==> src/loader_cfg.svh <==
`ifndef LOADER_CFG_SVH
`define LOADER_CFG_SVH

// UART bit time in HCLK cycles, short for simulation
`define LOADER_CLKS_PER_BIT 8

`define LOADER_RAM_WORDS 1024

// Bit 28 set selects the status block
`define LOADER_STATUS_BASE 32'h1000_0000

`define HTRANS_IDLE   2'b00
`define HTRANS_NONSEQ 2'b10

`define HSIZE_BYTE 3'b000
`define HSIZE_WORD 3'b010

`endif

==> src/loader_pkg.sv <==
package loader_pkg;

    typedef logic [31:0] addr_t;
    typedef logic [31:0] data_t;
    typedef logic [7:0]  byte_t;

    typedef struct packed {
        addr_t       haddr;
        logic [1:0]  htrans;
        logic        hwrite;
        logic [2:0]  hsize;
        data_t       hwdata;
    } ahb_req_t;

    typedef struct packed {
        data_t hrdata;
        logic  hready;
        logic  hresp;
    } ahb_resp_t;

    typedef struct packed {
        addr_t addr;
        byte_t data;
        logic  valid;
    } load_write_t;

    typedef struct packed {
        logic  in_progress;
        logic  format_error;
        logic  checksum_error;
        byte_t error_location;   // Record number of the failure
    } load_status_t;

    typedef enum logic [1:0] {
        UART_IDLE,
        UART_START,
        UART_DATA,
        UART_STOP
    } uart_state_t;

    typedef enum logic [2:0] {
        SREC_WAIT_S,
        SREC_TYPE,
        SREC_COUNT,
        SREC_ADDR,
        SREC_DATA,
        SREC_SUM,
        SREC_EOL
    } srec_state_t;

endpackage

==> src/uart_receiver.sv <==
`timescale 1ns/1ns
`include "loader_cfg.svh"

module uart_receiver import loader_pkg::*; (
    input  logic  HCLK,
    input  logic  rst_n,
    input  logic  rx,
    output byte_t rx_byte,
    output logic  rx_valid
);

    uart_state_t state;
    logic [1:0]  rx_sync;
    logic        rx_s;
    logic [15:0] cnt;
    logic [2:0]  bit_idx;
    logic        bit_end;

    assign rx_s    = rx_sync[1];
    assign bit_end = cnt == 16'(`LOADER_CLKS_PER_BIT - 1);

    always_ff @(posedge HCLK) begin
        if (!rst_n) begin
            rx_sync  <= 2'b11;   // Line idles high
            state    <= UART_IDLE;
            cnt      <= '0;
            bit_idx  <= '0;
            rx_valid <= 1'b0;
        end else begin
            rx_sync  <= {rx_sync[0], rx};
            rx_valid <= 1'b0;
            case (state)
                UART_IDLE: begin
                    cnt <= '0;
                    if (!rx_s) begin
                        state <= UART_START;
                    end
                end
                UART_START: begin
                    if (cnt == 16'(`LOADER_CLKS_PER_BIT / 2 - 1)) begin
                        cnt     <= '0;
                        bit_idx <= '0;
                        state   <= rx_s ? UART_IDLE : UART_DATA;   // Glitch check
                    end else begin
                        cnt <= cnt + 1'b1;
                    end
                end
                UART_DATA: begin
                    if (bit_end) begin
                        cnt     <= '0;
                        bit_idx <= bit_idx + 1'b1;
                        if (bit_idx == 3'd7) begin
                            state <= UART_STOP;
                        end
                    end else begin
                        cnt <= cnt + 1'b1;
                    end
                end
                default: begin
                    if (bit_end) begin
                        state    <= UART_IDLE;
                        rx_valid <= rx_s;   // Framing error drops the byte
                    end else begin
                        cnt <= cnt + 1'b1;
                    end
                end
            endcase
        end
    end

    always_ff @(posedge HCLK) begin
        if (state == UART_DATA && bit_end) begin
            rx_byte <= {rx_s, rx_byte[7:1]};   // LSB first
        end
    end

endmodule

==> config.mk <==
export PLATFORM = sky130hd
export DESIGN_NAME = uart_receiver
export DESIGN_NICKNAME = d
export VERILOG_FILES = /design/src/loader_pkg.sv /design/src/uart_receiver.sv
export VERILOG_INCLUDE_DIRS = /design/src
export SDC_FILE = /design/constraint.sdc
export NUM_CORES = 1
export LEC_CHECK = 0
export BUFFER_PORTS_ARGS = -buffer_cell sky130_fd_sc_hd__buf_2
export CAP_MARGIN = 20
export CORE_UTILIZATION = 58
export CTS_CLUSTER_SIZE = 8
export DETAILED_ROUTE_END_ITERATION = 8
export PLACE_DENSITY = 0.78
export SYNTH_ARGS = -nofsm -noshare
export SYNTH_HDL_FRONTEND = slang
export SYNTH_SLANG_ARGS = --single-unit
==> constraint.sdc <==
create_clock -name HCLK -period 2.25 [get_ports HCLK]
set_input_delay 0.45 -clock HCLK [delete_from_list [all_inputs] [get_ports HCLK]]
set_output_delay 0.45 -clock HCLK [all_outputs]
set_load 0.02 [all_outputs]
==> results.cfg <==
[placement]
globalplace.congestion = 0.875
io_buffers = 11
dp_hpwl_mm = 1.98
pre_cts_ws_ps = 194

[setup_path]
crit_buf_inv = 0
crit_path_end_kind = flop
cp.arrival_ps = 2300
critical_path.cell_chain = ha_1, and4bb_1, nand4_2, or4_1, o21a_1, o311a_1
crit_required_ps = 2460
critical_path_class = reg2reg
timing.rr.start = cnt[0]$_SDFFE_PN0P_
crit_start = cnt[0]$_SDFFE_PN0P_
critical_path.max_stage_delay_ps = 540
crit_path_start_kind = flop
path_delay_family = simple AND/OR/NAND/NOR gates
crit_fanout = 6
cp_slowest_cell = or4_1

[clock_network]
numCtsBuffers = 5
tritoncts = built
clockBufferDepth = 2
cts_setup_buffers = 0
insertion_delay_ps = 320
path_clk_slew_ps = 90
cts_resized = 0
cts_sinks = 32
cts-hold-fix-buffers = 0
root_buffer = clkbuf_4
clock_tree.htree_level_count = 2

[die]
ioPinCount = 12
initial_core_util_pct = 61.4
die_y_microns = 53.2
die_x_microns = 53.2
fp.dieArea_sq_um = 2830
rows = 18
coreArea_sq_um = 2480

[final_layout]
drive_gt1_share_pct = 16.0
final_net_count = 173
diodes = 0
syn2layout_area_growth_pct = 10.9
final_util_pct = 68.1

[synth]
ys_ff_latch = 32
yosysTopAreaCellShare_pct = 31.6
ys_seq_area_share_pct = 47.4
ys_warn_count = 0
synth_common_cells = dfxtp_1 (24), nor2_1 (17), xor2_1 (11)
async_reset_ff_share_pct = 0
syn_area_sq_um = 1520
synth_cells = 146
ys_dominant_reg_cell = dfxtp_1
synth_area_leaders = dfxtp_1 (32%), edfxtp_1 (16%), ha_1 (6.6%)
synth.avg_cell_area_sq_um = 10.4
yosysMostFrequentCell = dfxtp_1
syn_nets = 157
yosys.area.top_type = dfxtp_1
synth_edf_count = 8
ys_types = 42

[sta]
fin_worst_skew_ps = 8.45
fmax_mhz = 478
finalHoldViolations = 0
worst_slack_ps = 158
slew_headroom_pct = 70.6
fin_crit_sh_pct = 93.0
worst_pin_slew_ps = 437
setup-violations-final = 0
report.final.slew_viol_count = 0
rsz0062_at_grt = false
finalSetupTns_ps = 0
period_needed_ps = 2090

[power_and_ir_drop]
leakage_nw = 0.623
p_seq_share_pct = 51.8
irDropWorstVdd_v = 0.000520
p_sw_share_pct = 27.4
clockPowerShare_pct = 30.8
switchingPower_mw = 0.329
pwr-share-comb_pct = 17.3
power.internal_mw = 0.872
powerDensity_nw_per_um2 = 712

[drt]
vias = 1144
finalWirelength_mm = 2.68
first_iter_violations = 16
avgRoutedWirePerCell_microns = 13.9
detail-route-antenna-nets = 0
route.detailed.drc = 0
vias_per_cell = 5.93
dr.pass1.iters = 4

[global_routing]
grt_util_all_layers_pct = 22.2
grt_pass1_wl_mm = 4.49
grt_max_degree = 17
grt_antenna_before_repair = 0
grt_pass1_vias = 1075
overflow = 0

[worst_hold_path]
hp-start = rx
hold_path_class = in2reg

[run]
max-cap-violations = 0

[run_status]
outcome = completed
[power groups by stage]
stage	sequential, mW	clock (mW)	combinational (mW)
floorplan	0.631	0	0.165
global placement	0.633	0	0.197
detailed placement	0.636	0	0.207
CTS	0.623	0.380	0.207
global route	0.626	0.394	0.236
finish	0.623	0.370	0.208
[sequential cells by signal, indices dropped and copies added (netlist names)]
signal,flops
rx_sync,2
rx_valid,1
bit_idx,3
rx_byte,8
cnt,16
state,2
[final timing paths]
| check | cells after the start | end | slack, ps |
|---|---|---|---|
| worst max-delay path | 6 | cnt[0]$_SDFFE_PN0P_ | 160 |
| worst min-delay path | 2 | rx_sync[0]$_SDFF_PN1_ | 310 |
| worst max register to register | 6 | cnt[0]$_SDFFE_PN0P_ | 160 |
| worst min register to register | 1 | rx_sync[1]$_SDFF_PN1_ | 420 |
[through the flow]
| step | cell area, sq um | total power [mW] | instances | hold WS (ps) |
|---|---|---|---|---|
| 2_1_floorplan | 1520 | 0.796 | 146 | 386 |
| 3_3_place_gp | 1620 | 0.831 | 185 | 396 |
| 3_5_place_dp | 1620 | 0.843 | 185 | 402 |
| 4_1_cts | 1690 | 1.21 | 193 | 293 |
| 5_1_grt | 1690 | 1.26 | 193 | 299 |
| 6_report | 1690 | 1.20 | 193 | 306 |
[placed cells by master, fill, tap and decap left out, drive strengths merged, types with 3 or more instances in the layout]
cell,instances
dfxtp,24
nor2,17
buf,15
xor2,11
nand2,9
ha,8
edfxtp,8
nand4,8
clkbuf,8
and2,6
inv,5
nor3,4
nand3,4
nor4,4
a32o,3
[cell type report]
class,count,area (sq um)
Timing Repair Buffer,15,85.1
Fill cell,207,791
Multi-Input combinational cell,103,756
Sequential cell,32,721
Tap cell,30,37.5
Inverter,5,18.8
Clock buffer,8,68.8
[kinds of logic after synthesis]
logic type | after synthesis | synth area share [%]
flops | 32 | 47.4
fa+ha+maj | 8 | 6.58
mux | 1 | 0.658
simple gates | 63 | 24.8
compound gates | 18 | 10.2
xor+xnor | 13 | 7.48
buf+inv | 11 | 2.96
[per-layer routing]
layer	global-route usage [%]	part of all wire, %	vias up
met4	7.89	1.1	0
li1	-	-	561
met3	6.03	2.9	5
met1	26.3	45	560
met2	37.7	51	18
met5	0	0	-
Power figures use the tool's default switching activity.
