$ cat config.mk
export PLATFORM = sky130hd
export DESIGN_NAME = ahb_matrix
export DESIGN_NICKNAME = d
export VERILOG_FILES = /design/src/loader_pkg.sv /design/src/ahb_matrix.sv
export VERILOG_INCLUDE_DIRS = /design/src
export SDC_FILE = /design/constraint.sdc
export NUM_CORES = 1
export LEC_CHECK = 0
export ABC_AREA = 1
export BUFFER_PORTS_ARGS = -buffer_cell sky130_fd_sc_hd__buf_2
export CAP_MARGIN = 20
export CORE_AREA = 2 2 141 143
export DETAILED_ROUTE_END_ITERATION = 16
export DIE_AREA = 0 0 143 145
export PLACE_DENSITY_LB_ADDON = 0.15
export SYNTH_ARGS = -nofsm -noshare
export SYNTH_HDL_FRONTEND = slang
export SYNTH_SLANG_ARGS = --single-unit
export TNS_END_PERCENT = 1
$ cat constraint.sdc
create_clock -name HCLK -period 1.46 [get_ports HCLK]
set_clock_uncertainty 0.2 [all_clocks]
set_input_delay 0.146 -clock HCLK [delete_from_list [all_inputs] [get_ports HCLK]]
set_output_delay 0.146 -clock HCLK [all_outputs]
set_load 0.02 [all_outputs]
$ cat src/loader_cfg.svh
`ifndef LOADER_CFG_SVH
`define LOADER_CFG_SVH

// UART bit time in HCLK cycles, short for simulation
`define LOADER_CLKS_PER_BIT 8

`define LOADER_RAM_WORDS 1024

// Bit 28 set selects the status block
`define LOADER_STATUS_BASE 32'h1000_0000

`define HTRANS_IDLE   2'b00
`define HTRANS_NONSEQ 2'b10

`define HSIZE_BYTE 3'b000
`define HSIZE_WORD 3'b010

`endif

$ cat src/loader_pkg.sv
package loader_pkg;

    typedef logic [31:0] addr_t;
    typedef logic [31:0] data_t;
    typedef logic [7:0]  byte_t;

    typedef struct packed {
        addr_t       haddr;
        logic [1:0]  htrans;
        logic        hwrite;
        logic [2:0]  hsize;
        data_t       hwdata;
    } ahb_req_t;

    typedef struct packed {
        data_t hrdata;
        logic  hready;
        logic  hresp;
    } ahb_resp_t;

    typedef struct packed {
        addr_t addr;
        byte_t data;
        logic  valid;
    } load_write_t;

    typedef struct packed {
        logic  in_progress;
        logic  format_error;
        logic  checksum_error;
        byte_t error_location;   // Record number of the failure
    } load_status_t;

    typedef enum logic [1:0] {
        UART_IDLE,
        UART_START,
        UART_DATA,
        UART_STOP
    } uart_state_t;

    typedef enum logic [2:0] {
        SREC_WAIT_S,
        SREC_TYPE,
        SREC_COUNT,
        SREC_ADDR,
        SREC_DATA,
        SREC_SUM,
        SREC_EOL
    } srec_state_t;

endpackage

$ cat src/ahb_matrix.sv
`timescale 1ns/1ns
`include "loader_cfg.svh"

module ahb_matrix import loader_pkg::*; (
    input  logic        HCLK,
    input  logic        rst_n,
    input  ahb_req_t    ext_req,
    input  load_write_t write,
    input  logic        in_progress,
    input  ahb_resp_t   ram_resp,
    input  ahb_resp_t   regs_resp,
    output ahb_req_t    ram_req,
    output ahb_req_t    regs_req,
    output logic        ram_hsel,
    output logic        regs_hsel,
    output ahb_resp_t   ext_resp
);

    ahb_req_t ldr_req;
    ahb_req_t bus_req;
    data_t    ldr_wdata;
    logic     ldr_owner_q;   // Loader owned the last address phase
    logic     sel_regs;
    logic     sel_regs_q;

    always_ff @(posedge HCLK) begin
        ldr_wdata <= data_t'(write.data) << {write.addr[1:0], 3'b000};   // Byte lane
    end

    always_ff @(posedge HCLK) begin
        if (!rst_n) begin
            ldr_owner_q <= 1'b0;
            sel_regs_q  <= 1'b0;
        end else begin
            ldr_owner_q <= in_progress;
            sel_regs_q  <= sel_regs;
        end
    end

    always_comb begin
        ldr_req.haddr  = write.addr;
        ldr_req.htrans = write.valid ? `HTRANS_NONSEQ : `HTRANS_IDLE;
        ldr_req.hwrite = write.valid;
        ldr_req.hsize  = `HSIZE_BYTE;
        ldr_req.hwdata = ldr_wdata;
        bus_req        = in_progress ? ldr_req : ext_req;   // External master shut out
        bus_req.hwdata = ldr_owner_q ? ldr_req.hwdata : ext_req.hwdata;
    end

    assign sel_regs  = (bus_req.haddr & `LOADER_STATUS_BASE) != '0;
    assign regs_hsel = sel_regs;
    assign ram_hsel  = !sel_regs;
    assign ram_req   = bus_req;
    assign regs_req  = bus_req;
    assign ext_resp  = sel_regs_q ? regs_resp : ram_resp;

endmodule

==> metrics.md, run 1 <==
| Metric | Value |
|---|---|
| Outcome | complete, but fails checks |
| Failing checks | negative hold slack, negative setup slack |
| DRT Pass-1 Iters | 4 |
| LEAKAGE | 3.093 nW |
| Final worst path period need | 1.585 ns |
| Final Cycle Share | 1.086 |
| HP Class | in2reg |
| Dpl cells | 1028 |
| Top-count cell post-synth | nand2_1 |
| Unrepaired setup endpoints after global routing | yes |
| Post-synthesis sequential area ratio | 0.2296 |
| Post-DR wirelength/cell | 12.35 µm |
| Detailed placement HPWL | 10470 µm |
| Worst Tran Pin Value | 0.3026 ns |
| CTS tree | yes |
| Layout filler cell count | 2175 |
| Root Buffer | clkbuf_16 |
| Number of antenna diodes | 0 |
| Setup WS post-layout | -0.1252 ns |
| Die Wd | 143 µm |
| Share of layout cells above drive strength 1 | 0.5519 |
| Crit-path leading delay family | flip-flops |
| CP Launch Type | register |
| Main synth FF type | dfxtp_1 |
| First-pass GRT wire length | 18320 µm |
| Placement-stage cell area | 4554 µm² |
| Via count | 3710 |
| Post-synth top area share | 0.2296 |
| Gpl congestion | 0.8730 |
| Commonest cells in the netlist | 164 x nand2_1, 83 x inv_1, 77 x buf_4, 66 x o21ai_0, 34 x dfxtp_1 |
| Req. time, crit path | 1.11 ns |
| Arrival time at the worst endpoint | 1.24 ns |
| Area Growth Syn to Fin | 79.02% |
| Worst Hold Endpoint | ldr_wdata[15]$_SDFF_PP0_ |
| Worst setup EP type | output port |
| Final net count | 962 |
| Final Cell Area | 5306 µm² |
| Mean Syn Cell Area | 6.086 µm² |
| Max-slew violation count | 0 |
| Reg clk slew, reported paths | 0.06 ns |
| Die height | 145 µm |
| Area contributors post-synth | dfxtp_1 23%, nand2_1 21%, buf_4 20%, o21ai_0 11%, inv_1 11% |
| Largest net degree at the start of global routing | 43 |
| Peak supply drop | 0.4463 mV |
| Pre-CTS setup slack | 0.09348 ns |
| Critical-path cell list | clkbuf_16, o21ai_1, buf_4 |
| Core Box Area | 19210 µm² |
| Htree depth | 2 |
| Distinct cells, synth | 16 |
| Synth async-reset ratio | 0 |
| Ys Warns | 0 |
| DR vias/cell | 3.547 |
| WS Path Type | reg2out |
| Top-level port count | 358 |
| CTS Sinks | 34 |
| CP max FO | 21 |
| Hold_ws | -0.002049 ns |
| Detailed Route WL | 12920 µm |
| DRC errors left | 0 |
| Final cell count without fillers | 1046 |
| F_max | 0.6308 GHz |
| Vias in the first global route | 3573 |
| Final ANT Viol Nets | 0 |
| DIE AREA | 20740 µm² |
| DR iter-0 viols | 69 |
| Final Hold Fails | 1 |
| Min-Delay Path Depth | 3 |
| Gr usage total | 0.1112 |
| PD cells | 798.7 nW/µm² |
| Yosys reg bits | 34 |
| Std cell rows | 51 |
| Critical path's slowest cell | dfxtp_4 |
| Hold Startpoint | write[8] |
| CTS Buf Count | 5 |
| Total grt overflow | 0 |
| PortBufs | 357 |
| Initial antenna violation count | 0 |
| Post-synthesis cell area | 2964 µm² |
| Setup-failing EPs final | 98 |
| Crit path largest cell delay | 0.39 ns |
| Max Cap Viol | 0 |
| Worst slew margin | 0.7980 |
| Top cell type by total area after synthesis | dfxtp_1 |
| Clk buf depth | 2 |
| EDFF count, synth | 0 |
| Mapped Cells | 487 |
| Total Power | 0.004238 W |
| CP bufs+invs | 2 |
| Starting density of the core | 0.1543 |
| Syn_nets | 669 |
-- metrics by stage --
| step | setup TNS [ns] | utilization |
|---|---|---|
| 2_1_floorplan | -2.435 | - |
| 3_3_place_gp | 0 | 0.2371 |
| 3_5_place_dp | 0 | 0.2371 |
| 4_1_cts | -10.27 | 0.2652 |
| 5_1_grt | -15.20 | 0.2763 |
| 6_report | -8.844 | 0.2763 |
-- metal layers --
metal	up-vias	GRT usage	share of wire	wire length, µm
met5	-	0	0	0
met4	0	0.02129	0.0091	118
met3	7	0.007921	0.051	657
met2	170	0.2215	0.54	6993
met1	1557	0.1267	0.40	5148
li1	1976	-	-	-
-- where the power goes --
| group | switching (W) | internal [W] | leakage, nW |
|---|---|---|---|
| clock | 0.000405 | 0.000981 | 0.0940 |
| sequential | 0.0000184 | 0.000967 | 0.280 |
| combinational | 0.00107 | 0.000797 | 2.72 |
| total | 0.00149 | 0.00274 | 3.09 |
-- registers in the layout, summed over array words and instances (netlist names) --
signal,flops
ldr_owner_q,1
ldr_wdata,32
sel_regs_q,1
-- layout by cell type, fill, tap and decap left out --
master and count:
o21ai_1 47, buf_2 261, inv_1 83, o21ai_0 1, bufinv_16 2, dfxtp_4 1, nor2_1 5, dfxtp_2 1
o21ai_2 20, buf_12 5, buf_8 2, clkbuf_16 8, nor3_4 1, dfxtp_1 32, inv_4 2, buf_6 15
nand2_1 163, nor3_2 17, nand2_2 1, buf_4 92, bufbuf_16 1, nor3_1 14, dlygate4sd3_1 5, clkinv_4 1
inv_6 1
-- cell type report --
cell class | count | area, µm² | share of cell area
Sequential cell | 34 | 685.7 | 0.1292
Inverter | 86 | 332.8 | 0.06272
Clock inverter | 3 | 68.82 | 0.01297
Tap cell | 265 | 331.6 | 0.06249
Multi-Input combinational cell | 269 | 1309 | 0.2466
Timing Repair Buffer | 384 | 2454 | 0.4624
Clock buffer | 5 | 125.1 | 0.02358
-- repair_timing --
item | CTS | global route
pin swaps | 1 | 0
gates resized for setup | 131 | 40
hold buffers | 5 | 0
setup endpoints to repair | 98 | 98
setup buffers | 0 | 1
endpoints found under the hold margin | 11 | 0
cloned | 1 | 3
-- worst max-delay path by stage --
stage	from	to	slack [ns]	cells after the start
after floorplan	ldr_owner_q$_SDFF_PN0_	regs_req[10]	-0.08	4
after global placement	sel_regs_q$_SDFF_PN0_	ext_resp[25]	0.07	4
after detailed placement	in_progress	ram_req[66]	0.09	6
after CTS	sel_regs_q$_SDFF_PN0_	ext_resp[19]	-0.16	5
after global routing	sel_regs_q$_SDFF_PN0_	ext_resp[7]	-0.19	4
final	ldr_owner_q$_SDFF_PN0_	ram_req[16]	-0.13	3
-- logic make-up (layout without fill, tap and decap cells) --
kind of cell | count (synthesis) | count (layout) | share of synthesized area
buffers and inverters | 184 | 478 | 0.3550
AND/OR/NAND/NOR | 201 | 201 | 0.3006
AO/OA/AOI/OAI | 68 | 68 | 0.1148
flip-flops | 34 | 34 | 0.2296
(Power assumes the default switching activity.)
==> inputs of run 2 (changes only) <==
==> constraint.sdc (replaced) <==
create_clock -name HCLK -period 1.9 [get_ports HCLK]
set_clock_uncertainty 0.2 [all_clocks]
set_input_delay 0.19 -clock HCLK [delete_from_list [all_inputs] [get_ports HCLK]]
set_output_delay 0.19 -clock HCLK [all_outputs]
set_load 0.02 [all_outputs]
==> metrics.md, run 2 (synthesis results as in run 1) <==
| Metric | Value |
|---|---|
| Area Growth Syn to Fin | 57.11% (was 79.02%) |
| Starting density of the core | 0.1543 (unchanged) |
| Root Buffer | clkbuf_16 (unchanged) |
| CTS Buf Count | 5 (unchanged) |
| Total grt overflow | 0 (unchanged) |
| Die height | 145 µm (unchanged) |
| WL met3 | 655 µm (was 657 µm) |
| Gpl congestion | 0.8300 (was 0.8730) |
| Detailed placement HPWL | 10560 µm (was 10470 µm) |
| Layout filler cell count | 2212 (was 2175) |
| Placement-stage cell area | 4451 µm² (was 4554 µm²) |
| Post-DR wirelength/cell | 12.09 µm (was 12.35 µm) |
| Worst setup EP type | output port (unchanged) |
| Final Cycle Share | 0.9008 |
| Outcome | finished clean (was complete, but fails checks) |
| Final Cell Area | 4657 µm² (was 5306 µm²) |
| CTS tree | yes (unchanged) |
| Critical path's slowest cell | dfxtp_2 (was dfxtp_4) |
| Max reg flops | 32 (unchanged) |
| PD cells | 648.6 nW/µm² (was 798.7 nW/µm²) |
| Die Wd | 143 µm (unchanged) |
| Largest Register | ldr_wdata (unchanged) |
| Core Box Area | 19210 µm² (unchanged) |
| Worst slew margin | 0.7820 (was 0.7980) |
| Arrival time at the worst endpoint | 1.32 ns (was 1.24 ns) |
| WS Path Type | reg2out (unchanged) |
| F_max | 0.5843 GHz |
| Htree depth | 2 (unchanged) |
| Crit path largest cell delay | 0.33 ns (was 0.39 ns) |
| Final net count | 944 (was 962) |
| CP Launch Type | register (unchanged) |
| Post-route setup TNS | 0 ns (was -8.844 ns) |
| DRT Pass-1 Iters | 5 (was 4) |
| CTS Sinks | 34 (unchanged) |
| Detailed Route WL | 12430 µm (was 12920 µm) |
| Most frequent cells in the layout | 357 x buf_2, 164 x nand2_1, 83 x inv_1 (was 261 x buf_2, 163 x nand2_1, 92 x buf_4) |
| First-pass GRT wire length | 18020 µm (was 18320 µm) |
| Unrepaired setup endpoints after global routing | no (was yes) |
| Max-slew violation count | 0 (unchanged) |
| Peak supply drop | 0.3141 mV (was 0.4463 mV) |
| HP Class | in2reg (unchanged) |
| Post-CTS Setup Bufs | 0 (unchanged) |
| LEAKAGE | 2.839 nW (was 3.093 nW) |
| Top Registers | ldr_wdata x32, ldr_owner_q x1, sel_regs_q x1 (unchanged) |
| Final core occ | 0.2425 (was 0.2763) |
| Share of layout cells above drive strength 1 | 0.5190 (was 0.5519) |
| Vias in the first global route | 3382 (was 3573) |
| Max layer used | met4 (unchanged) |
| Via count | 3598 (was 3710) |
| Reg clk slew, reported paths | 0.06 ns (about the same) |
| DRC errors left | 0 (unchanged) |
| Commonest non-fill, non-tap cell in the layout | buf_2 (unchanged) |
| Setup-failing EPs final | 0 (was 98) |
| Critical-path cell list | buf_12, o21ai_0, buf_2 (was clkbuf_16, o21ai_1, buf_4) |
| DIE AREA | 20740 µm² (unchanged) |
| Initial antenna violation count | 0 (unchanged) |
| Clk buf depth | 2 (unchanged) |
| Final worst path period need | 1.711 ns |
| Top-level port count | 358 (unchanged) |
| Number of antenna diodes | 0 (unchanged) |
| Final Hold Fails | 0 (was 1) |
| Final ANT Viol Nets | 0 (unchanged) |
| DR vias/cell | 3.500 (was 3.547) |
| PortBufs | 357 (unchanged) |
| Max Cap Viol | 0 (unchanged) |
| M1 WL | 4941 µm (was 5148 µm) |
| Routed wl met2 | 6627 µm (was 6993 µm) |
| Req. time, crit path | 1.51 ns (was 1.11 ns) |
| Std cell rows | 51 (unchanged) |
| CP max FO | 64 (was 21) |
| DR iter-0 viols | 59 (was 69) |
| Gr usage total | 0.1103 (was 0.1112) |
| Worst Tran Pin Value | 0.3267 ns (was 0.3026 ns) |
| Largest net degree at the start of global routing | 65 (was 43) |
==> run 2: worst paths after layout <==
check	from	end	slack [ns]	cells past startpoint
max	ldr_owner_q$_SDFF_PN0_	regs_req[1]	0.19	3
min	write[3]	ldr_wdata[10]$_SDFF_PP0_	0.03	3
==> run 2: what timing repair did <==
action	CTS	global route
hold buffers	1	0
setup endpoints to repair	0	5
gates resized for setup	0	1
hold endpoints to repair	2	0
==> run 2: where the power goes <==
part | internal, W | leakage [nW] | total (W) | switching, W
clock network | 0.000754 | 0.0940 | 0.00107 | 0.000317
logic | 0.000426 | 2.46 | 0.00119 | 0.000764
registers | 0.000743 | 0.280 | 0.000759 | 0.0000161
total | 0.00192 | 2.84 | 0.00302 | 0.00110
==> run 2: worst max-delay path, delay by kind of cell, from the launching register on <==
| kind | cells | cell delay (ns) |
|---|---|---|
| DFF | 1 | 0.33 |
| AOI/OAI and AO/OA | 1 | 0.31 |
| buffers and inverters | 2 | 0.40 |
==> run 2: cell type report <==
class                   instances  area (µm²)  share of cell area
flip-flops and latches         34       685.7              0.1472
repair buffers                366        1882              0.4041
inverters                      86       332.8             0.07147
well taps                     265       331.6             0.07120
clock buffers                   5       125.1             0.02687
multi-input cells             269        1231              0.2644
clock inverters                 3       68.82             0.01478
==> run 2: per-stage QoR <==
| stage | total power, W | hold slack, ns | setup slack [ns] | cells |
|---|---|---|---|---|
| 2_1_floorplan | 0.001610 | 0.08763 | 0.1267 | 487 |
| 3_3_place_gp | 0.001984 | 0.2261 | 0.3880 | 1019 |
| 3_5_place_dp | 0.001979 | 0.2259 | 0.3615 | 1019 |
| 4_1_cts | 0.003075 | 0.02681 | 0.05172 | 1028 |
| 5_1_grt | 0.003198 | 0.04392 | 0.05383 | 1028 |
| 6_report | 0.003020 | 0.03140 | 0.1885 | 1028 |
==> run 2: layer usage <==
layer,GRT usage,up-vias
li1,-,1931
met1,0.1224,1478
met2,0.2184,176
met3,0.009241,13
met4,0.03020,0
met5,0,-
