<file path="config.mk">
export PLATFORM = sky130hd
export DESIGN_NAME = srec_parser
export DESIGN_NICKNAME = d
export VERILOG_FILES = /design/src/loader_cfg.svh /design/src/loader_pkg.sv /design/src/srec_parser.sv
export SDC_FILE = /design/constraint.sdc
export NUM_CORES = 1
export LEC_CHECK = 0
export BUFFER_PORTS_ARGS = -buffer_cell sky130_fd_sc_hd__buf_2
export CORE_ASPECT_RATIO = 0.7
export CORE_MARGIN = 5
export CORE_UTILIZATION = 64
export DETAILED_ROUTE_END_ITERATION = 6
export GPL_ROUTABILITY_DRIVEN = 0
export PLACE_DENSITY = 0.85
export SLEW_MARGIN = 20
export SYNTH_ARGS = -nofsm -noshare
export SYNTH_HDL_FRONTEND = slang
export SYNTH_SLANG_ARGS = --single-unit
</file>
<file path="constraint.sdc">
create_clock -name HCLK -period 13.1 [get_ports HCLK]
set_clock_uncertainty 0.2 [all_clocks]
set_input_delay 1.31 -clock HCLK [delete_from_list [all_inputs] [get_ports HCLK]]
set_output_delay 1.31 -clock HCLK [all_outputs]
set_load 0.1 [all_outputs]
</file>
<file path="src/loader_cfg.svh">
`ifndef LOADER_CFG_SVH
`define LOADER_CFG_SVH

// UART bit time in HCLK cycles, short for simulation
`define LOADER_CLKS_PER_BIT 8

`define LOADER_RAM_WORDS 1024

// Bit 28 set selects the status block
`define LOADER_STATUS_BASE 32'h1000_0000

`define HTRANS_IDLE   2'b00
`define HTRANS_NONSEQ 2'b10

`define HSIZE_BYTE 3'b000
`define HSIZE_WORD 3'b010

`endif

</file>
<file path="src/loader_pkg.sv">
package loader_pkg;

    typedef logic [31:0] addr_t;
    typedef logic [31:0] data_t;
    typedef logic [7:0]  byte_t;

    typedef struct packed {
        addr_t       haddr;
        logic [1:0]  htrans;
        logic        hwrite;
        logic [2:0]  hsize;
        data_t       hwdata;
    } ahb_req_t;

    typedef struct packed {
        data_t hrdata;
        logic  hready;
        logic  hresp;
    } ahb_resp_t;

    typedef struct packed {
        addr_t addr;
        byte_t data;
        logic  valid;
    } load_write_t;

    typedef struct packed {
        logic  in_progress;
        logic  format_error;
        logic  checksum_error;
        byte_t error_location;   // Record number of the failure
    } load_status_t;

    typedef enum logic [1:0] {
        UART_IDLE,
        UART_START,
        UART_DATA,
        UART_STOP
    } uart_state_t;

    typedef enum logic [2:0] {
        SREC_WAIT_S,
        SREC_TYPE,
        SREC_COUNT,
        SREC_ADDR,
        SREC_DATA,
        SREC_SUM,
        SREC_EOL
    } srec_state_t;

endpackage

</file>
<file path="src/srec_parser.sv">
`timescale 1ns/1ns

module srec_parser import loader_pkg::*; (
    input  logic         HCLK,
    input  logic         rst_n,
    input  byte_t        rx_byte,
    input  logic         rx_valid,
    input  logic         load_enable,
    output load_write_t  write,
    output load_status_t status
);

    srec_state_t state;
    logic        half;        // High nibble captured
    logic [3:0]  hi_nib;
    logic [3:0]  nib;
    logic        is_hex;
    byte_t       byte_val;
    logic        hex_state;
    logic        pair_done;
    logic        fmt_err;
    logic        is_data;     // S1 or S3
    logic        is_end;      // S7 or S9
    logic [2:0]  addr_len;
    logic [2:0]  addr_left;
    byte_t       left;        // Bytes still due in this record
    byte_t       sum;
    byte_t       rec_num;
    addr_t       addr;

    always_comb begin
        is_hex = 1'b1;
        nib    = rx_byte[3:0];
        if (rx_byte inside {["A":"F"], ["a":"f"]}) begin
            nib = rx_byte[3:0] + 4'd9;
        end else if (!(rx_byte inside {["0":"9"]})) begin
            is_hex = 1'b0;
        end
    end

    assign byte_val  = {hi_nib, nib};
    assign hex_state = state inside {SREC_COUNT, SREC_ADDR, SREC_DATA, SREC_SUM};
    assign pair_done = rx_valid && hex_state && is_hex && half;

    always_comb begin
        fmt_err = 1'b0;
        if (rx_valid) begin
            case (state)
                SREC_TYPE: fmt_err = !(rx_byte inside {"0", "1", "3", "7", "9"});
                SREC_EOL:  fmt_err = !(rx_byte inside {"S", 8'h0d, 8'h0a});
                default:   fmt_err = hex_state && !is_hex;
            endcase
        end
        // Count must cover address and checksum
        if (pair_done && state == SREC_COUNT && byte_val <= byte_t'(addr_len)) begin
            fmt_err = 1'b1;
        end
    end

    always_ff @(posedge HCLK) begin
        if (!rst_n) begin
            state     <= SREC_WAIT_S;
            half      <= 1'b0;
            hi_nib    <= '0;
            is_data   <= 1'b0;
            is_end    <= 1'b0;
            addr_len  <= '0;
            addr_left <= '0;
            left      <= '0;
            sum       <= '0;
            rec_num   <= '0;
            addr      <= '0;
            write     <= '0;
            status    <= '0;
        end else begin
            write.valid <= 1'b0;
            if (rx_valid && hex_state && is_hex) begin
                hi_nib <= nib;
                half   <= !half;
            end
            if (fmt_err) begin
                state                 <= SREC_WAIT_S;
                half                  <= 1'b0;
                status.in_progress    <= 1'b0;
                status.format_error   <= 1'b1;
                status.error_location <= rec_num;
            end else if (rx_valid) begin
                case (state)
                    SREC_WAIT_S: begin
                        if (rx_byte == "S" && load_enable) begin
                            state   <= SREC_TYPE;
                            status  <= '{in_progress: 1'b1, default: '0};   // Clears old errors
                            rec_num <= '0;
                        end
                    end
                    SREC_TYPE: begin
                        is_data  <= rx_byte inside {"1", "3"};
                        is_end   <= rx_byte inside {"7", "9"};
                        addr_len <= (rx_byte inside {"3", "7"}) ? 3'd4 : 3'd2;
                        state    <= SREC_COUNT;
                    end
                    SREC_COUNT: begin
                        if (pair_done) begin
                            left      <= byte_val;
                            sum       <= byte_val;
                            addr      <= '0;
                            addr_left <= addr_len;
                            state     <= SREC_ADDR;
                        end
                    end
                    SREC_ADDR: begin
                        if (pair_done) begin
                            addr      <= {addr[23:0], byte_val};
                            sum       <= sum + byte_val;
                            left      <= left - 1'b1;
                            addr_left <= addr_left - 1'b1;
                            if (addr_left == 3'd1) begin
                                state <= (left == 8'd2) ? SREC_SUM : SREC_DATA;
                            end
                        end
                    end
                    SREC_DATA: begin
                        if (pair_done) begin
                            write.valid <= is_data;   // S0 payload is dropped
                            write.addr  <= addr;
                            write.data  <= byte_val;
                            addr        <= addr + 1'b1;
                            sum         <= sum + byte_val;
                            left        <= left - 1'b1;
                            if (left == 8'd2) begin
                                state <= SREC_SUM;
                            end
                        end
                    end
                    SREC_SUM: begin
                        if (pair_done) begin
                            if (byte_val != ~sum) begin
                                state                 <= SREC_WAIT_S;
                                status.in_progress    <= 1'b0;
                                status.checksum_error <= 1'b1;
                                status.error_location <= rec_num;
                            end else if (is_end) begin
                                state              <= SREC_WAIT_S;
                                status.in_progress <= 1'b0;
                            end else begin
                                rec_num <= rec_num + 1'b1;
                                state   <= SREC_EOL;
                            end
                        end
                    end
                    SREC_EOL: begin
                        if (rx_byte == "S") begin
                            state <= SREC_TYPE;
                        end
                    end
                    default: state <= SREC_WAIT_S;
                endcase
            end
        end
    end

endmodule

</file>
==> summary.md, run 1 <==
| Metric | Value |
|---|---|
| Clk pwr share | 0.473 |
| Design area | 7690 µm² |
| Pin count of the biggest net entering global routing | 59 |
| CP top delay family | compound AO/OA/AOI/OAI gates |
| RSZ-0062 raised after global routing | no |
| CP Capture Type | register |
| N_diodes | 0 |
| DP HPWL | about 13000 µm |
| Synth area leaders | dfxtp_1 (36%), nand2_1 (8.1%), a21oi_1 (7.3%), ha_1 (3.7%), nor2_1 (3.2%) |
| Resize count post-CTS | 0 |
| Worst hold margin | roughly 0.25 ns |
| CTS Buf Count | 17 |
| Post-Synthesis Cells | about 850 |
| Post-synth top area share | 0.364 |
| Die width | 133 µm |
| Internal power | 0.761 mW |
| CTS Hold Buffers Added | 0 |
| Clk buf depth | 2 |
| Synthesized area | just under 7000 µm² |
| Util after Layout | 0.745 |
| Buf+Inv Stages, Crit Path | 2 |
| Slew @ Worst Pin | around 1.1 ns |
| Inst Count DP | 1000 |
| Worst VDD drop | 118 µV |
| FMAX | 0.167 GHz |
| Core Region | 10300 µm² |
| Setup CP Type | in -> reg |
| Height of the die | 96.0 µm |
| Relative slew slack | 0.278 |
| Req. time, crit path | 13.23 ns |
| Commonest non-fill, non-tap cell in the layout | nand2_1 |
| Avg Cell Area, Syn | 7.92 µm² |
| Routed wire per std cell | 18.9 µm |
| Status | finished, violations left |
| Setup TNS | 0 ns |
| Layout cell share with drive strength beyond 1 | 0.156 |
| GRT Overall Usage | 0.305 |
| PD cells | 140 nW/µm² |
| Crit-path cells | buf_2 > inv_1 > ha_1 > nor3b_1 > nor4_4 > and2_1 > mux2i_1 > ha_1 > nand2_1 > nor2_1 > a211oi_2 > o211a_1 > nand3_1 > o22ai_1 |
| Seq/Total Area, Yosys | 0.364 |
| Worst skew pair latency | around 0.43 ns |
| Root Buffer | clkbuf_16 |
| Hold Vio Cnt, Final | 0 |
| Ys flop type | dfxtp_1 |
| Post-synth cell types | 76 |
| Initial antenna violation count | 0 |
| Wire length of the first global-routing pass | 31400 µm |
| Comb pwr share | 0.154 |
| Starting DRT DRC Count | 1106 |
| Failing checks | design-rule violations |
| Switching part of the total power | 0.295 |
| # DRC | 1 |
| Final worst-path cycle share | 0.456 |
| Initial Util | 0.655 |
| Post-CTS setup buffer count | 0 |
| TritonCTS clock tree | done |
| Final instance count without filler cells | 1032 |
| Max-Cap Viols | 0 |
| I/O pin count | 64 |
| Post-synthesis async set-or-reset flop share | 0 |
| Fillers | 714 |
| WP data arrival | 6.10 ns |
| Placed instance area | 7030 µm² |
| Critical path's largest stage delay | 0.96 ns |
| Most frequent cells in the layout | nand2_1 (145), dfxtp_1 (123), a21oi_1 (99) |
| Most used cell, CP | ha_1 |
| EDFF count, synth | 0 |
| Syn_nets | 887 |
| # rows | 31 |
| Clk sinks | approximately 120 |
| Post-synth top area cell | dfxtp_1 |
| Worst-path clk slew | 0.06 ns |
| Count of input and output buffers | 63 |
| Vias per cell | 6.68 |
| Static Leakage | 2.74 nW |
| Max-slew violation count | 0 |
| Post-route ant nets | 0 |
| Worst Path Max Fanout | 29 |
| Slowest CP cell | o211a_1 |
| Routed WL | 19500 µm |
| Hold crit path type | reg -> reg |
| Sw Pwr | 0.318 mW |
| Die ar. | 12800 µm² |
| Grt total ovfl | 0 |
| Sequential power share | 0.373 |
| Layout Nets | approximately 900 |
| Area growth from synthesis to layout | 13.7% |
| Vias in the first global route | around 6200 |
| Period minus WS final | 5.97 ns |
| DR vias | 6893 |
| H-tree depth | 4 |
| Flop and latch count out of synthesis | roughly 120 |
| Final setup viols | 0 |
| Critical Path Source Type | primary input |
| Router iterations before antenna repair | 7 |
| Syn. warnings | 0 |
power by group through the flow:
stage               clock, mW  combinational, mW  sequential, mW
global route            0.527              0.177           0.403
global placement            0              0.152           0.408
floorplan                   0              0.129           0.404
detailed placement          0              0.157           0.409
finish                  0.510              0.167           0.402
CTS                     0.509              0.159           0.401
routing by layer:
metal / track usage / routed length [µm] / up-vias
met5: 0 / 0 / -
li1: - / - / 3192
met3: 0.0637 / 2170 / 61
met2: 0.446 / 8250 / 469
met4: 0.137 / 496 / 0
met1: 0.434 / 8550 / 3171
final cells by class:
class,count,area [µm²],area share
sequential,123,2460,0.320
tap,132,165,0.0215
clock inverter,13,189,0.0246
inverter,26,97.6,0.0127
clock buffer,19,453,0.0589
multi-input combinational,650,3960,0.515
timing repair buffer,69,360,0.0469
final timing paths:
path	endpoint	from	depth (start not counted)	slack [ns]
hold / removal	write[25]	write[25]	2	0.25
setup / recovery	addr[9]	rx_byte[0]	14	7.13
hold reg to reg	write[25]	write[25]	2	0.25
setup reg to reg	addr[9]	state[0]	7	8.72
stage by stage:
| step | setup WS [ns] | power [mW] |
|---|---|---|
| floorplan | 8.06 | 0.533 |
| global placement | 7.18 | 0.559 |
| detailed placement | 6.98 | 0.566 |
| CTS | 7.33 | 1.07 |
| global route | 6.74 | 1.11 |
| finish | 7.13 | 1.08 |
flip-flops by register name, indices dropped and copies added (netlist names):
signal / flops
addr_len: 2
is_data: 1
write: 41
is_end: 1
state: 3
addr: 32
half: 1
left: 8
addr_left: 3
status: 11
hi_nib: 4
rec_num: 8
sum: 8
logic make-up (layout without fill, tap and decap cells):
family	Yosys count	after routing	synth area share
mux	10	10	0.0150
xor+xnor	17	17	0.0220
compound gates	271	271	0.274
flops	123	123	0.364
simple gates	331	331	0.231
fa+ha+maj	21	21	0.0400
buf+inv	81	127	0.0531
synthesized netlist by cell type, types with 4 or more instances:
| master | n |
|---|---|
| a211oi_1 | 16 |
| a211oi_2 | 10 |
| a21oi_1 | 99 |
| a221oi_1 | 4 |
| a22o_1 | 10 |
| a22oi_1 | 9 |
| a311oi_1 | 10 |
| a31oi_1 | 10 |
| and2_1 | 5 |
| and3_1 | 9 |
| buf_2 | 8 |
| buf_6 | 5 |
| clkbuf_1 | 38 |
| dfxtp_1 | 123 |
| ha_1 | 20 |
| inv_1 | 25 |
| mux2i_1 | 9 |
| nand2_1 | 145 |
| nand2b_1 | 6 |
| nand3_1 | 32 |
| nand4_1 | 10 |
| nor2_1 | 57 |
| nor2b_1 | 4 |
| nor3_1 | 25 |
| nor3b_1 | 5 |
| nor4_1 | 9 |
| o211ai_1 | 4 |
| o21ai_0 | 42 |
| o22ai_1 | 9 |
| o311ai_0 | 5 |
| o31ai_1 | 5 |
| or3_1 | 4 |
| or4_1 | 6 |
| xnor2_1 | 12 |
| xor2_1 | 5 |
worst register-to-register path: stages, from the launching register on:
cell and delay [ns]:
dfxtp_1 0.64, inv_1 0.26, nor3_1 0.65, nor3_1 0.22
a21oi_4 0.34, o211a_1 0.93, nand3_1 0.68, o22ai_1 0.37
Note: power is estimated with default switching activity, not from simulation.
==> run 2, diff against run 1 <==
- CORE_UTILIZATION: 64 -> 54
- PLACE_DENSITY: 0.85 -> 0.77
- clock period: 13.1 -> 5.45 ns (I/O delays scaled with it)
==> run 2 against run 1 <==
Net effect:
- the flow now finishes without violations
- sequential power up 140%
- worst setup slack lost 6.0 ns
- combinational power is 140% higher
- clock power is 140% higher
- critical path depth grew 1
- critical endpoint is now addr[24]
- highest routed layer is now met5
==> summary.md, run 2 (synthesized netlist as in run 1, its figures left out) <==
| Metric | Value |
|---|---|
| Max-Cap Viols | 0 (unchanged) |
| Initial Util | 0.548 (-0.107) |
| Post-CTS setup buffer count | 0 (unchanged) |
| Area growth from synthesis to layout | 14.7% |
| PD cells | 335 nW/µm² (+140%) |
| Grt total ovfl | 0 (unchanged) |
| Initial antenna violation count | 1 (+1) |
| Switching part of the total power | 0.301 (+0.00566) |
| Final worst slack | 1.09 ns (-6.04 ns) |
| CTS Buf Count | 17 (unchanged) |
| Hold crit path type | reg -> reg |
| DR vias | 6652 (-3.5%) |
| GRT Overall Usage | 0.256 (-0.0489) |
| Most frequent cells in the layout | nand2_1 (145), dfxtp_1 (123), a21oi_1 (99) |
| RSZ-0062 raised after global routing | no |
| Height of the die | 104 µm (+7.9%) |
| Post-route ant nets | 0 (unchanged) |
| Vias in the first global route | 6065 (-2.9%) |
| Final instance count without filler cells | 1068 (+3.5%) |
| Max-slew violation count | 0 (unchanged) |
| Routed wire per std cell | 17.8 µm (-5.5%) |
| Worst Path Max Fanout | 12 (-59%) |
| Layout Nets | 926 (+0.65%) |
| Period minus WS final | 4.36 ns |
| Starting DRT DRC Count | 748 (-32%) |
| Max FFs per register | 41 (unchanged) |
| CP Capture Type | register |
| Worst-path clk slew | 0.06 ns (about the same) |
| Setup CP Type | in -> reg |
| Resize count post-CTS | 0 (unchanged) |
| Worst VDD drop | 269 µV (+130%) |
| Relative slew slack | 0.356 (+0.0779) |
| Static Leakage | 2.77 nW (+1.1%) |
| Top Registers | write: 41 flops, addr: 32 flops, status: 11 flops |
| Final setup viols | 0 (unchanged) |
| Final total power | 2.60 mW (+140%) |
| Root Buffer | clkbuf_16 |
| Worst skew pair latency | 0.42 ns (about the same) |
| CTS Hold Buffers Added | 0 (unchanged) |
| Req. time, crit path | 5.57 ns (-7.66 ns) |
| Inst Count DP | 1036 (+3.6%) |
| Comb pwr share | 0.156 (+0.002) |
| Sw Pwr | 0.781 mW (+150%) |
| Worst hold margin | 0.239 ns (-0.0112 ns) |
| Slew @ Worst Pin | 0.965 ns (-0.118 ns) |
| DP HPWL | 12900 µm (+0.81%) |
| Hold Vio Cnt, Final | 0 (unchanged) |
| # DRC | 0 (-1) |
| H-tree depth | 4 (unchanged) |
| Status | finished clean |
| Internal power | 1.82 mW (+140%) |
| DP Worst Slack | 0.752 ns (-6.23 ns) |
| Design area | 7750 µm² (+0.88%) |
| Routed WL | 19000 µm (-2.2%) |
| Final worst-path cycle share | 0.800 |
| WP data arrival | 4.48 ns (-1.62 ns) |
| Clk sinks | 123 (unchanged) |
| Vias per cell | 6.23 (-6.7%) |
| Reg with most FFs | write |
| Die ar. | 14900 µm² (+17%) |
| N_diodes | 0 (unchanged) |
| Pin count of the biggest net entering global routing | 49 (-17%) |
| Placed instance area | 7120 µm² (+1.2%) |
| # rows | 34 (+9.7%) |
| Clk buf depth | 2 (unchanged) |
| Layout cell share with drive strength beyond 1 | 0.160 (+0.00449) |
| Setup TNS | 0 ns (unchanged) |
| Util after Layout | 0.628 (-0.116) |
| Clk pwr share | 0.472 (about the same) |
| Count of input and output buffers | 63 (unchanged) |
| Critical Path Source Type | primary input |
| I/O pin count | 64 (unchanged) |
| Die width | 144 µm (+8.2%) |
| Router iterations before antenna repair | 6 (-1) |
| Commonest non-fill, non-tap cell in the layout | nand2_1 |
| FMAX | 0.229 GHz |
| Sequential power share | 0.372 (about the same) |
| Wire length of the first global-routing pass | 31100 µm (-1.0%) |
| Core Region | 12300 µm² (+20%) |
| TritonCTS clock tree | done |
## run 2: worst max-delay path, cell delays in order
cell	delay (ns)
buf_2	0.16
inv_1	0.10
ha_1	0.22
nor3b_1	0.16
nor4_4	0.28
nand3_1	0.14
xor2_1	0.39
inv_1	0.17
ha_1	0.32
nand2_1	0.09
nor2_1	0.05
a211oi_2	0.50
o211a_1	0.52
nand3_1	0.49
o21ai_0	0.34
## run 2: power by group through the flow
stage	Sequential, mW	Combinational [mW]	Clock [mW]
6_report	0.968	0.405	1.23
5_1_grt	0.971	0.435	1.28
4_1_cts	0.965	0.393	1.23
3_5_place_dp	0.984	0.391	0
3_3_place_gp	0.984	0.385	0
2_1_floorplan	0.971	0.310	0
## run 2: routing by layer
layer,vias up,track usage,routed length [µm]
met2,375,0.342,7350
met1,3050,0.393,9260
met3,33,0.0723,2100
met4,2,0.0773,314
met5,-,0,13
li1,3192,-,-
## run 2: cell type report
type / count / area (µm²)
Multi-Input combinational cell: 650 / 3950
Tap cell: 162 / 203
Fill cell: 1096 / 4580
Clock buffer: 17 / 425
Sequential cell: 123 / 2460
Timing Repair Buffer: 75 / 405
Inverter: 26 / 97.6
Clock inverter: 15 / 211
## run 2: final timing paths
| kind | depth (start not counted) | slack, ns | startpoint | endpoint |
|---|---|---|---|---|
| worst max-delay path | 15 | 1.09 | rx_byte[0] | addr[24] |
| worst min-delay path | 2 | 0.24 | is_data | write[0] |
| worst max register to register | 7 | 1.90 | state[0] | addr[24] |
| worst min register to register | 2 | 0.24 | is_data | write[0] |
